--- src/design/clock_gen.sv ---
// Assumes clk_49m at 49.152 MHz; pause_i freezes only E and Q, the pixel enables keep running
`timescale 1ns/1ps

module clock_gen (
	input  logic clk_49m,
	input  logic reset,    // Synchronous, active low
	input  logic pause_i,
	output logic cen_6m_o, // 6.144 MHz enable
	output logic cen_3m_o, // 3.072 MHz enable
	output logic cpu_e_o,  // 1.536 MHz E phase
	output logic cpu_q_o   // Q, a quarter period behind E
);

	logic [3:0] div;     // Free-running enable divider
	logic [4:0] cpu_div; // One E cycle is 32 clocks

	// ====================================================================
	// Pixel and bus enables
	// ====================================================================
	always_ff @(posedge clk_49m) begin
		if (!reset) begin
			div <= 4'd0;
		end else begin
			div <= div + 4'd1;
		end
	end

	assign cen_6m_o = (div[2:0] == 3'd0); // Every 8 clocks
	assign cen_3m_o = (div == 4'd0);      // Every 16 clocks

	// ====================================================================
	// MC6809E E and Q phases
	// ====================================================================
	always_ff @(posedge clk_49m) begin
		if (!reset) begin
			cpu_div <= 5'd0;
			cpu_e_o <= 1'b0;
			cpu_q_o <= 1'b0;
		end else if (!pause_i) begin // Held while paused
			cpu_div <= cpu_div + 5'd1;
			case (cpu_div)
				5'd0:  cpu_e_o <= 1'b1; // E rises
				5'd8:  cpu_q_o <= 1'b1; // Q follows 8 clocks on
				5'd16: cpu_e_o <= 1'b0;
				5'd24: cpu_q_o <= 1'b0;
				default: ;
			endcase
		end
	end

	// The two phases stay in quadrature, so no edge of E meets an edge of Q
	a_eq_apart: assert property (@(posedge clk_49m) disable iff (!reset)
		!($changed(cpu_e_o) && $changed(cpu_q_o)));

endmodule

--- config.mk ---
export PLATFORM = sky130hd
export DESIGN_NAME = clock_gen
export DESIGN_NICKNAME = d
export VERILOG_FILES = /design/src/design/clock_gen.sv
export SDC_FILE = /design/constraint.sdc
export NUM_CORES = 1
export LEC_CHECK = 0
export BUFFER_PORTS_ARGS = -buffer_cell sky130_fd_sc_hd__buf_2
export CELL_PAD_IN_SITES_DETAIL_PLACEMENT = 2
export CELL_PAD_IN_SITES_GLOBAL_PLACEMENT = 2
export CORE_MARGIN = 5
export CORE_UTILIZATION = 29
export CTS_CLUSTER_SIZE = 25
export DETAILED_ROUTE_END_ITERATION = 10
export GPL_TIMING_DRIVEN = 0
export PLACE_DENSITY_LB_ADDON = 0.1
export SLEW_MARGIN = 20
export SYNTH_ARGS = -nofsm -noshare
export SYNTH_HDL_FRONTEND = slang
export SYNTH_SLANG_ARGS = --single-unit
--- constraint.sdc ---
create_clock -name clk_49m -period 1.15 [get_ports clk_49m]
set_input_delay 0.0575 -clock clk_49m [delete_from_list [all_inputs] [get_ports clk_49m]]
set_output_delay 0.0575 -clock clk_49m [all_outputs]
set_load 0.01 [all_outputs]
==> summary.md, run 1 <==
| Metric | Value |
|---|---|
| Final worst setup slack | `-0.0605 ns` |
| Final setup vio count | `3` |
| RSZ-0062 raised after global routing | `yes` |
| Ports | `7` |
| Final Hold Viols | `0` |
| Antenna violations before repair | `0` |
| Remaining routing DRC violations | `0` |
| CTS max path bufs | `2` |
| Pre-antenna DRT Iters | `1` |
| Pwr dens | `1250 mW/mm^2` |
| Layout cells sized above 1 | `0.462` |
| # nets final | `73` |
| Final ANT Viol Nets | `0` |
| Crit path launch type | `flip-flop` |
| Worst Hold Launch | `pause_i` |
| WP data required | `1.09 ns` |
| Core Rows | `15` |
| First-pass GRT wire length | `2010 um` |
| Clk sinks | `11` |
| Max_cap viols | `0` |
| P_leak | `0.282 nW` |
| Avg Cell Area, Syn | `10.1 um^2` |
| Crit. Startpoint | `div[1]` |
| Mux share of post-synthesis cell area | `0.0198` |
| Total GRT Usage | `0.104` |
| Largest net degree at the start of global routing | `11` |
| Post-Syn Area | `507 um^2` |
| Sequential area share after synthesis | `0.435` |
| Post-synth top area cell | `dfxtp_1` |
| Clk root buf | `clkbuf_4` |
| Final slew viol count | `0` |
| Ant. Diodes | `0` |
| Worst-Margin Slew | `0.370 ns` |
| Crit-path max FO | `2` |
| Top cell type's share of synthesized area | `0.435` |
| Hold-fix buffers, CTS | `0` |
| Hold Path Class | `primary input to flip-flop` |
| Slowest-stage cell, CP | `dfxtp_2` |
| Syn-to-layout area delta | `35.6%` |
| Synth Area in Adders | `0.0988` |
| Slew headroom | `0.754` |
| Simple logic cell fraction of the synthesized area | `0.247` |
| HPWL after DPL | `848 um` |
| Vias per cell | `4.78` |
| Worst skew pair latency | `0.26 ns` |
| Post-synth cell types | `19` |
| Worst path cell trace | `inv_2 > ha_4 > nor2b_4 > nor2b_1 > buf_2` |
| Crit share post-route | `1.05` |
| Die Area | `0.00268 mm^2` |
| Net count after synthesis | `57` |
| WP data arrival | `1.15 ns` |
| Clock Skews | `0.00724 ns` |
| Finished Layout Cells | `82` |
| Sw Pwr | `221 uW` |
| Peak VDD IR | `464 uV` |
| Pre-CTS WS | `-0.0825 ns` |
| Core area | `0.00169 mm^2` |
| Vias in the first global route | `458` |
| Synth Area in Compound Gates | `0.0543` |
| Synth Register Bits | `11` |
| Vias | `392` |
| Cell count after synthesis | `50` |
| Fmax achieved | `826 MHz` |
| Drt wl/cell | `13.7 um` |
| Violated checks | `negative setup slack` |
| Total global routing overflow | `0` |
| CP Class | `flip-flop to output port` |
| Sequential share of power | `0.492` |
| Fin crit period | `1.21 ns` |
| Status | `complete, but fails checks` |
| Area contributors post-synth | `dfxtp_1 (43%), ha_1 (9.9%), and2_1 (7.4%)` |
| Cts bufs inserted | `3` |
| Final wirelength | `1120 um` |
| Combinational power share | `0.205` |
| P_int | `636 uW` |
| 1st-iter DRT viols | `0` |
| Critical path's largest stage delay | `0.32 ns` |
| Yosys warns | `0` |
| I/O Buffers | `5` |
| Sw frac | `0.258` |
| Synth Area in XOR/XNOR | `0.0864` |
| H-tree levels | `1` |
| Starting density of the core | `0.300` |
| CTS tree | `yes` |
| Die X | `51.8 um` |
| Worst flop-to-flop path startpoint | `cpu_div[1]` |
| Clk pwr share | `0.303` |
| Placed Cells | `72` |
| Setup crit end kind | `output port` |
| Largest family of logic cells by synthesized area | `simple AND/OR/NAND/NOR gates` |
| GPL Wtd Cong | `0.723` |
| Die H | `51.8 um` |
| Clk slew on worst S/H paths | `0.08 ns` |
## state kept, by name (all words and copies together), names as in the netlist
register and count:
cpu_div 5, div 4, cpu_e_o 1, cpu_q_o 1
## synthesized netlist by cell type
master and count:
dfxtp_1 11, and2_1 6, ha_1 4, inv_1 4, nor2b_1 4, xnor2_1 4
nand3_1 3, nand2b_1 2, nand4b_1 2, buf_6 1, clkbuf_1 1, mux2i_1 1
nand2_1 1, o21ai_0 1, o21ai_1 1, o311ai_0 1, o41ai_1 1, or4b_4 1
xor2_1 1
## power by group through the flow
stage	Combinational [mW]	Clock, mW	Sequential [mW]
2_1_floorplan	0.0817	0	0.431
3_3_place_gp	0.110	0	0.431
3_5_place_dp	0.120	0	0.434
4_1_cts	0.159	0.271	0.419
5_1_grt	0.199	0.288	0.424
6_report	0.175	0.260	0.421
## cell usage in the layout, fill, tap and decap left out, drive strengths merged
master / n
nand4b: 2
inv: 4
nand2: 1
xnor2: 4
ha: 4
o21ai: 2
nand2b: 2
o311ai: 1
nor2b: 4
dfxtp: 11
nand3: 3
mux2i: 1
xor2: 1
o41ai: 1
buf: 12
or4b: 1
and2: 6
clkbuf: 5
## worst paths after layout
| kind | to | slack, ns | cells past startpoint |
|---|---|---|---|
| worst max register to register | cpu_e_o | -0.05 | 5 |
| worst min-delay path | cpu_q_o | 0.01 | 2 |
| worst min register to register | cpu_e_o | 0.47 | 2 |
| worst max-delay path | cen_3m_o | -0.06 | 5 |
## final cells by class
type | count | area [um^2]
clock buffers | 4 | 26.3
inverters | 4 | 17.5
repair buffers | 11 | 70.1
multi-input cells | 33 | 309
flip-flops and latches | 11 | 228
well taps | 17 | 21.3
fillers | 190 | 1000
plain buffers | 2 | 15.0
## layer usage
layer | vias up | GRT usage | routed length, um
li1 | 195 | - | -
met1 | 192 | 0.101 | 455
met2 | 5 | 0.208 | 622
met3 | 0 | 0.0258 | 42
met4 | 0 | 0.0393 | 0
met5 | - | 0 | 0
## cells by family (layout without fill, tap and decap cells)
| kind of cell | Yosys count | after routing |
|---|---|---|
| and+or+nand+nor | 19 | 19 |
| muxes | 1 | 1 |
| AOI/OAI and AO/OA | 4 | 4 |
| adders and majority gates | 4 | 4 |
| DFF | 11 | 11 |
| buffers and inverters | 6 | 21 |
| xor gates and xnor gates | 5 | 5 |
## critical path: cells and delay by family, from the launching register on
kind	cells	cell delay [ns]
flops	1	0.32
simple gates	2	0.25
buf+inv	2	0.20
fa+ha+maj	1	0.12
## stage by stage
step | util | setup TNS, ns | power, mW | hold slack [ns] | cell area [um^2]
2_1_floorplan | - | -0.0210 | 0.513 | 0.243 | 527
3_3_place_gp | 0.339 | -0.0562 | 0.541 | 0.281 | 573
3_5_place_dp | 0.339 | -0.0825 | 0.554 | 0.293 | 573
4_1_cts | 0.387 | -0.148 | 0.850 | 0.00883 | 654
5_1_grt | 0.407 | -0.326 | 0.912 | 0.00878 | 687
6_report | 0.407 | -0.164 | 0.856 | 0.0119 | 687
## timing repair
item,in CTS,in global routing
pin swaps,1,1
resized for setup,9,6
setup endpoints to repair,3,5
endpoints found under the hold margin,0,0
setup buffers,4,2
Note: power is estimated with default switching activity, not from simulation.
==> run 2, diff against run 1 <==
--- a/config.mk
+++ b/config.mk
@@ -5,15 +5,18 @@
 export SDC_FILE = /design/constraint.sdc
 export NUM_CORES = 1
 export LEC_CHECK = 0
+export ABC_AREA = 1
+export ABC_CLOCK_PERIOD_IN_PS = 1150
 export BUFFER_PORTS_ARGS = -buffer_cell sky130_fd_sc_hd__buf_2
 export CELL_PAD_IN_SITES_DETAIL_PLACEMENT = 2
 export CELL_PAD_IN_SITES_GLOBAL_PLACEMENT = 2
 export CORE_MARGIN = 5
-export CORE_UTILIZATION = 29
+export CORE_UTILIZATION = 26
 export CTS_CLUSTER_SIZE = 25
 export DETAILED_ROUTE_END_ITERATION = 10
 export GPL_TIMING_DRIVEN = 0
 export PLACE_DENSITY_LB_ADDON = 0.1
+export SKIP_LAST_GASP = 1
 export SLEW_MARGIN = 20
 export SYNTH_ARGS = -nofsm -noshare
 export SYNTH_HDL_FRONTEND = slang
==> summary.md, run 2 <==
| Metric | Value |
|---|---|
| Status | `finished, final reports clean` |
| Clk sinks | `11 (unchanged)` |
| Clk pwr share | `0.323 (+0.020)` |
| Total GRT Usage | `0.0972 (-0.00721)` |
| Vias per cell | `4.33 (-9.4%)` |
| Final setup vio count | `0 (-3)` |
| Ant. Diodes | `0 (unchanged)` |
| Synth Register Bits | `11 (unchanged)` |
| First-pass GRT wire length | `2020 um (+0.35%)` |
| 1st-iter DRT viols | `2 (+2)` |
| CP Class | `flip-flop to output port` |
| Die Area | `0.00297 mm^2 (+11%)` |
| Core area | `0.00192 mm^2 (+14%)` |
| Die H | `54.5 um (+5.2%)` |
| Max_cap viols | `0 (unchanged)` |
| Drt wl/cell | `9.70 um (-29%)` |
| Largest net degree at the start of global routing | `9 (-2)` |
| Fmax achieved | `915 MHz (+11%)` |
| Worst skew pair latency | `0.26 ns (about the same)` |
| Final wirelength | `1060 um (-5.6%)` |
| Combinational power share | `0.154 (-0.051)` |
| Total global routing overflow | `0 (unchanged)` |
| Yosys warns | `0 (unchanged)` |
| Synth cell count leaders | `inv_1 (14), nand2_1 (13), dfxtp_1 (11)` |
| Post-Syn Area | `514 um^2 (+1.5%)` |
| I/O Buffers | `5 (unchanged)` |
| Hold-fix buffers, CTS | `0 (unchanged)` |
| Area contributors post-synth | `dfxtp_1 (43%), inv_1 (10%), ha_1 (9.7%)` |
| GPL Wtd Cong | `0.661 (-8.6%)` |
| Clk root buf | `clkbuf_4` |
| CTS max path bufs | `2 (unchanged)` |
| Syn-to-layout area delta | `24.3%` |
| Remaining routing DRC violations | `0 (unchanged)` |
| Die X | `54.5 um (+5.2%)` |
| Net count after synthesis | `78 (+37%)` |
| Sequential share of power | `0.523 (+0.031)` |
| Count leader, synth | `inv_1` |
| Sw Pwr | `207 uW (-6.0%)` |
| Crit-path max FO | `2 (unchanged)` |
| Sequential area share after synthesis | `0.428 (-0.00634)` |
| Post-synth top area cell | `dfxtp_1` |
| Starting density of the core | `0.268 (-0.0324)` |
| Worst reg2reg path depth | `4 (-1)` |
| Largest Register | `cpu_div` |
| Largest register FFs | `5 (unchanged)` |
| Sum Neg Setup Slack | `0 ns (+0.164 ns)` |
| Worst path cell trace | `inv_4 > ha_4 > inv_2 > nor3_2 > buf_2` |
| Slowest-stage cell, CP | `dfxtp_4` |
| Final ANT Viol Nets | `0 (unchanged)` |
| Crit path launch type | `flip-flop` |
| Vias | `472 (+20%)` |
| Crit share post-route | `0.950 (-0.102)` |
| Ys flop type | `dfxtp_1` |
| Ports | `7 (unchanged)` |
| P_leak | `0.297 nW (+5.3%)` |
| Core Rows | `16 (+1)` |
| Most common cell after layout, fill and taps aside | `nand2_1` |
| Cts bufs inserted | `3 (unchanged)` |
| Post-synth EDFFs | `0 (unchanged)` |
| Most frequent cells in the layout | `nand2_1 (13), inv_1 (11), nor2_1 (10)` |
| H-tree levels | `1 (unchanged)` |
| Clock Skews | `0.00207 ns (-0.00517 ns)` |
| WP data arrival | `1.04 ns (-0.11 ns)` |
| Worst-Margin Slew | `0.187 ns (-0.182 ns)` |
| Slew headroom | `0.875 (+0.121)` |
| WP data required | `1.09 ns (about the same)` |
| Top cell type's share of synthesized area | `0.428 (-0.00634)` |
| Critical path's largest stage delay | `0.35 ns (+0.03 ns)` |
| Pre-antenna DRT Iters | `2 (+1)` |
| Layout cells sized above 1 | `0.244 (-0.218)` |
| Pre-CTS WS | `0.142 ns (+0.225 ns)` |
| Peak VDD IR | `535 uV (+15%)` |
| P_int | `589 uW (-7.4%)` |
| Fin crit period | `1.09 ns (-0.118 ns)` |
| Cell count after synthesis | `71 (+42%)` |
| RSZ-0062 raised after global routing | `yes` |
| CTS tree | `yes` |
| Pwr dens | `1240 mW/mm^2 (-0.13%)` |
| Hold depth | `2 (unchanged)` |
| Final worst setup slack | `0.0572 ns (+0.118 ns)` |
| Sw frac | `0.260 (+0.00293)` |
| Final Hold Viols | `0 (unchanged)` |
| Reg2reg setup slack | `0.15 ns (+0.20 ns)` |
| Regs by FF count | `cpu_div (5), div (4)` |
| HPWL after DPL | `837 um (-1.2%)` |
| Final slew viol count | `0 (unchanged)` |
| Post-synth ARST share | `0 (unchanged)` |
| # nets final | `90 (+23%)` |
| Vias in the first global route | `496 (+8.3%)` |
| Hold Path Class | `primary input to flip-flop` |
| Avg Cell Area, Syn | `7.24 um^2 (-29%)` |
| Antenna violations before repair | `0 (unchanged)` |
| Clk slew on worst S/H paths | `0.07 ns (about the same)` |
| Post-synth cell types | `15 (-4)` |
| Setup crit end kind | `output port` |
==> run 2: changes by cell type after synthesis, sizes merged, moves of 2 or more <==
| cell | previous run | this run |
|---|---|---|
| a21oi | 0 | 4 |
| and2 | 6 | 0 |
| inv | 4 | 15 |
| nand2 | 1 | 13 |
| nand2b | 2 | 0 |
| nand4 | 0 | 4 |
| nand4b | 2 | 0 |
| nor2 | 0 | 11 |
| nor2b | 4 | 0 |
| nor3 | 0 | 2 |
| xnor2 | 4 | 1 |
==> run 2: final timing paths <==
path | from | endpoint
worst max-delay path | div[0] | cen_3m_o
worst min-delay path | pause_i | cpu_div[0]
worst min register to register | cpu_div[0] | cpu_div[0]
worst max register to register | cpu_div[0] | cpu_div[1]
==> run 2: power groups by stage <==
stage                     clock network [mW]  registers (mW)  logic, mW
final                                  0.257           0.416      0.123
after global routing                   0.291           0.420      0.144
after CTS                              0.279           0.415      0.127
after detailed placement                   0           0.428      0.101
after global placement                     0           0.427     0.0987
after floorplan                            0           0.425     0.0672
==> run 2: critical path: cells and delay by family (launching register included) <==
kind | cells | cell delay (ns)
flip-flops | 1 | 0.35
buffers and inverters | 3 | 0.23
adder cells (fa/ha/maj) | 1 | 0.11
AND/OR/NAND/NOR | 1 | 0.08
==> run 2: logic make-up after synthesis <==
family                     Yosys count  synth area share
and+or+nand+nor                     34             0.290
buffers and inverters               16             0.119
DFF                                 11             0.428
AOI/OAI and AO/OA                    5            0.0487
adders and majority gates            4            0.0973
xor gates and xnor gates             1            0.0170
==> run 2: layout make-up <==
cell class	instances	area (um^2)
clock buffers	4	26.3
repair buffers	7	40.0
fillers	245	1280
multi-input cells	44	250
plain buffers	1	5.00
inverters	15	58.8
well taps	27	33.8
flip-flops and latches	11	225
==> run 2: per-stage QoR <==
step | total power [mW] | utilization | area (um^2) | std cells | hold slack (ns)
floorplan | 0.492 | - | 514 | 71 | 0.145
global placement | 0.526 | 0.298 | 573 | 103 | 0.323
detailed placement | 0.529 | 0.298 | 573 | 103 | 0.327
CTS | 0.821 | 0.331 | 637 | 109 | 0.0361
global route | 0.855 | 0.333 | 639 | 109 | 0.0432
finish | 0.796 | 0.333 | 639 | 109 | 0.0464
==> run 2: repair_timing <==
| action | 4_1_cts | 5_1_grt |
|---|---|---|
| pin swaps | 2 | 1 |
| resized for setup | 9 | 1 |
| setup endpoints to repair | 2 | 2 |
| setup buffers | 2 | 0 |
==> run 2: routing by layer <==
metal | GRT usage | wire [um] | vias to the layer above
met2 | 0.157 | 485 | 9
li1 | - | - | 242
met3 | 0.0572 | 71 | 2
met1 | 0.103 | 487 | 219
met5 | 0 | 0 | -
met4 | 0.0373 | 12 | 0
==> run 3, diff against run 2 <==
--- a/config.mk
+++ b/config.mk
@@ -7,7 +7,7 @@
 export LEC_CHECK = 0
 export ABC_AREA = 1
 export ABC_CLOCK_PERIOD_IN_PS = 1150
-export BUFFER_PORTS_ARGS = -buffer_cell sky130_fd_sc_hd__buf_2
+export BUFFER_PORTS_ARGS = -buffer_cell sky130_fd_sc_hd__clkbuf_2
 export CELL_PAD_IN_SITES_DETAIL_PLACEMENT = 2
 export CELL_PAD_IN_SITES_GLOBAL_PLACEMENT = 2
 export CORE_MARGIN = 5
==> summary.md, run 3 (synthesized netlist as in run 2, its figures left out) <==
| Metric | Value |
|---|---|
| Status | `finished, final reports clean` |
| Core Rows | `16 (unchanged)` |
| Starting density of the core | `0.268 (unchanged)` |
| Crit path launch type | `flip-flop` |
| Remaining routing DRC violations | `0 (unchanged)` |
| Fin crit period | `1.10 ns (+0.00692 ns)` |
| Clk sinks | `11 (unchanged)` |
| Drt wl/cell | `10.2 um (+4.9%)` |
| Total GRT Usage | `0.103 (+0.00559)` |
| Worst Hold Launch | `pause_i` |
| Most common cell after layout, fill and taps aside | `nand2_1` |
| Crit-path max FO | `2 (unchanged)` |
| Final slew viol count | `0 (unchanged)` |
| Hold-fix buffers, CTS | `0 (unchanged)` |
| HPWL after DPL | `835 um (-0.32%)` |
| Final worst setup slack | `0.0503 ns (-0.00692 ns)` |
| Peak VDD IR | `733 uV (+37%)` |
| Sum Neg Setup Slack | `0 ns (unchanged)` |
| I/O Buffers | `5 (unchanged)` |
| Hold depth | `2 (unchanged)` |
| Die X | `54.5 um (unchanged)` |
| Most frequent cells in the layout | `nand2_1 (13), inv_1 (11), nor2_1 (10)` |
| Ports | `7 (unchanged)` |
| Total global routing overflow | `0 (unchanged)` |
| Final Hold Viols | `0 (unchanged)` |
| RSZ-0062 raised after global routing | `yes` |
| CP Class | `flip-flop to output port` |
| Die H | `54.5 um (unchanged)` |
| Clk slew on worst S/H paths | `0.07 ns (about the same)` |
| Syn-to-layout area delta | `23.8%` |
| Final setup vio count | `0 (unchanged)` |
| 1st-iter DRT viols | `0 (-2)` |
| GPL Wtd Cong | `0.661 (about the same)` |
| Ant. Diodes | `0 (unchanged)` |
| Worst-Margin Slew | `0.195 ns (+0.00756 ns)` |
| Antenna violations before repair | `0 (unchanged)` |
| Layout cells sized above 1 | `0.244 (unchanged)` |
| Multi-input combinational cell area | `250 um^2 (unchanged)` |
| Worst flop-to-flop path startpoint | `cpu_div[0]` |
| Placed Cells | `103 (unchanged)` |
| Largest register FFs | `5 (unchanged)` |
| P_leak | `0.296 nW (-0.56%)` |
| Total power | `802 uW (+0.79%)` |
| WP data arrival | `1.04 ns (about the same)` |
| Final wirelength | `1110 um (+4.9%)` |
| Clk root buf | `clkbuf_4` |
| Crit share post-route | `0.956 (+0.00602)` |
| Slew headroom | `0.870 (-0.00505)` |
| Cts bufs inserted | `3 (unchanged)` |
| Die Area | `0.00297 mm^2 (unchanged)` |
| Pwr dens | `1260 mW/mm^2 (+1.2%)` |
| Worst R2R End | `cpu_q_o` |
| Finished Layout Cells | `109 (unchanged)` |
| Vias in the first global route | `503 (+1.4%)` |
| Pre-antenna DRT Iters | `1 (-1)` |
| First-pass GRT wire length | `2080 um (+2.7%)` |
| Largest Register | `cpu_div` |
| Hold EP | `cpu_div[0]` |
| Fmax achieved | `909 MHz (-0.63%)` |
| Pre-CTS WS | `0.135 ns (-0.00737 ns)` |
| Worst skew pair latency | `0.27 ns (about the same)` |
| Vias | `457 (-3.2%)` |
| CTS tree | `yes` |
| Largest net degree at the start of global routing | `9 (unchanged)` |
| Reg2reg setup slack | `0.13 ns (-0.02 ns)` |
| # nets final | `90 (unchanged)` |
| Worst reg2reg path depth | `6 (+2)` |
| H-tree levels | `1 (unchanged)` |
| Regs by FF count | `cpu_div (5), div (4)` |
| Final ANT Viol Nets | `0 (unchanged)` |
| WP data required | `1.09 ns (about the same)` |
| Hold Path Class | `primary input to flip-flop` |
| FILL cells | `242 (-1.2%)` |
| Core area | `0.00192 mm^2 (unchanged)` |
| Vias per cell | `4.19 (-3.2%)` |
| Clock Skews | `0.00223 ns (+0.000156 ns)` |
| Setup crit end kind | `output port` |
| Register area | `225 um^2 (unchanged)` |
| Max_cap viols | `0 (unchanged)` |
| CTS max path bufs | `2 (unchanged)` |
run 3: changes by cell type in the layout (fill, tap and decap cells not counted), sizes merged:
cell and change:
buf -3, clkbuf +3
run 3: worst max-delay path: stages, from the launching register on:
cell	delay (ns)
dfxtp_4	0.35
inv_2	0.06
ha_4	0.11
inv_2	0.03
nor3_2	0.08
buf_2	0.14
run 3: how the worst max path moves through the flow:
stage / slack, ns / start / endpoint
3_3_place_gp: 0.17 / cpu_div[0] / cpu_div[1]
3_5_place_dp: 0.13 / cpu_div[0] / cpu_q_o
4_1_cts: -0.03 / div[0] / cen_3m_o
6_report: 0.05 / div[0] / cen_3m_o
2_1_floorplan: 0.21 / cpu_div[0] / cpu_div[1]
5_1_grt: -0.06 / div[0] / cen_3m_o
run 3: area by class of cell:
type	instances	area share
plain buffers	1	0.00786
clock buffers	4	0.0413
inverters	15	0.0884
multi-input cells	44	0.393
flip-flops and latches	11	0.354
well taps	27	0.0530
repair buffers	7	0.0629
run 3: timing repair:
| action | in CTS | in global routing |
|---|---|---|
| endpoints found under the setup margin | 2 | 2 |
| gates resized for setup | 9 | 2 |
| pin swaps | 2 | 1 |
| hold endpoints to repair | 0 | 0 |
| setup buffers | 2 | 0 |
run 3: per-stage QoR:
| stage | hold WS (ns) | cell area (um^2) | util |
|---|---|---|---|
| finish | 0.0519 | 637 | 0.331 |
| global route | 0.0494 | 637 | 0.331 |
| CTS | 0.0395 | 637 | 0.331 |
| detailed placement | 0.335 | 573 | 0.298 |
| global placement | 0.331 | 573 | 0.298 |
| floorplan | 0.145 | 514 | - |
run 3: where the power goes:
part | internal [mW] | switching [mW] | leakage, nW
Clock | 0.134 | 0.129 | 0.0150
Combinational | 0.0537 | 0.0696 | 0.190
Sequential | 0.400 | 0.0152 | 0.0909
run 3: per-layer routing:
layer / part of all wire / global-route usage / up-vias
met2: 0.45 / 0.169 / 8
met5: 0 / 0 / -
met3: 0.061 / 0.0572 / 2
met1: 0.48 / 0.109 / 206
met4: 0.0063 / 0.0373 / 0
li1: - / - / 241
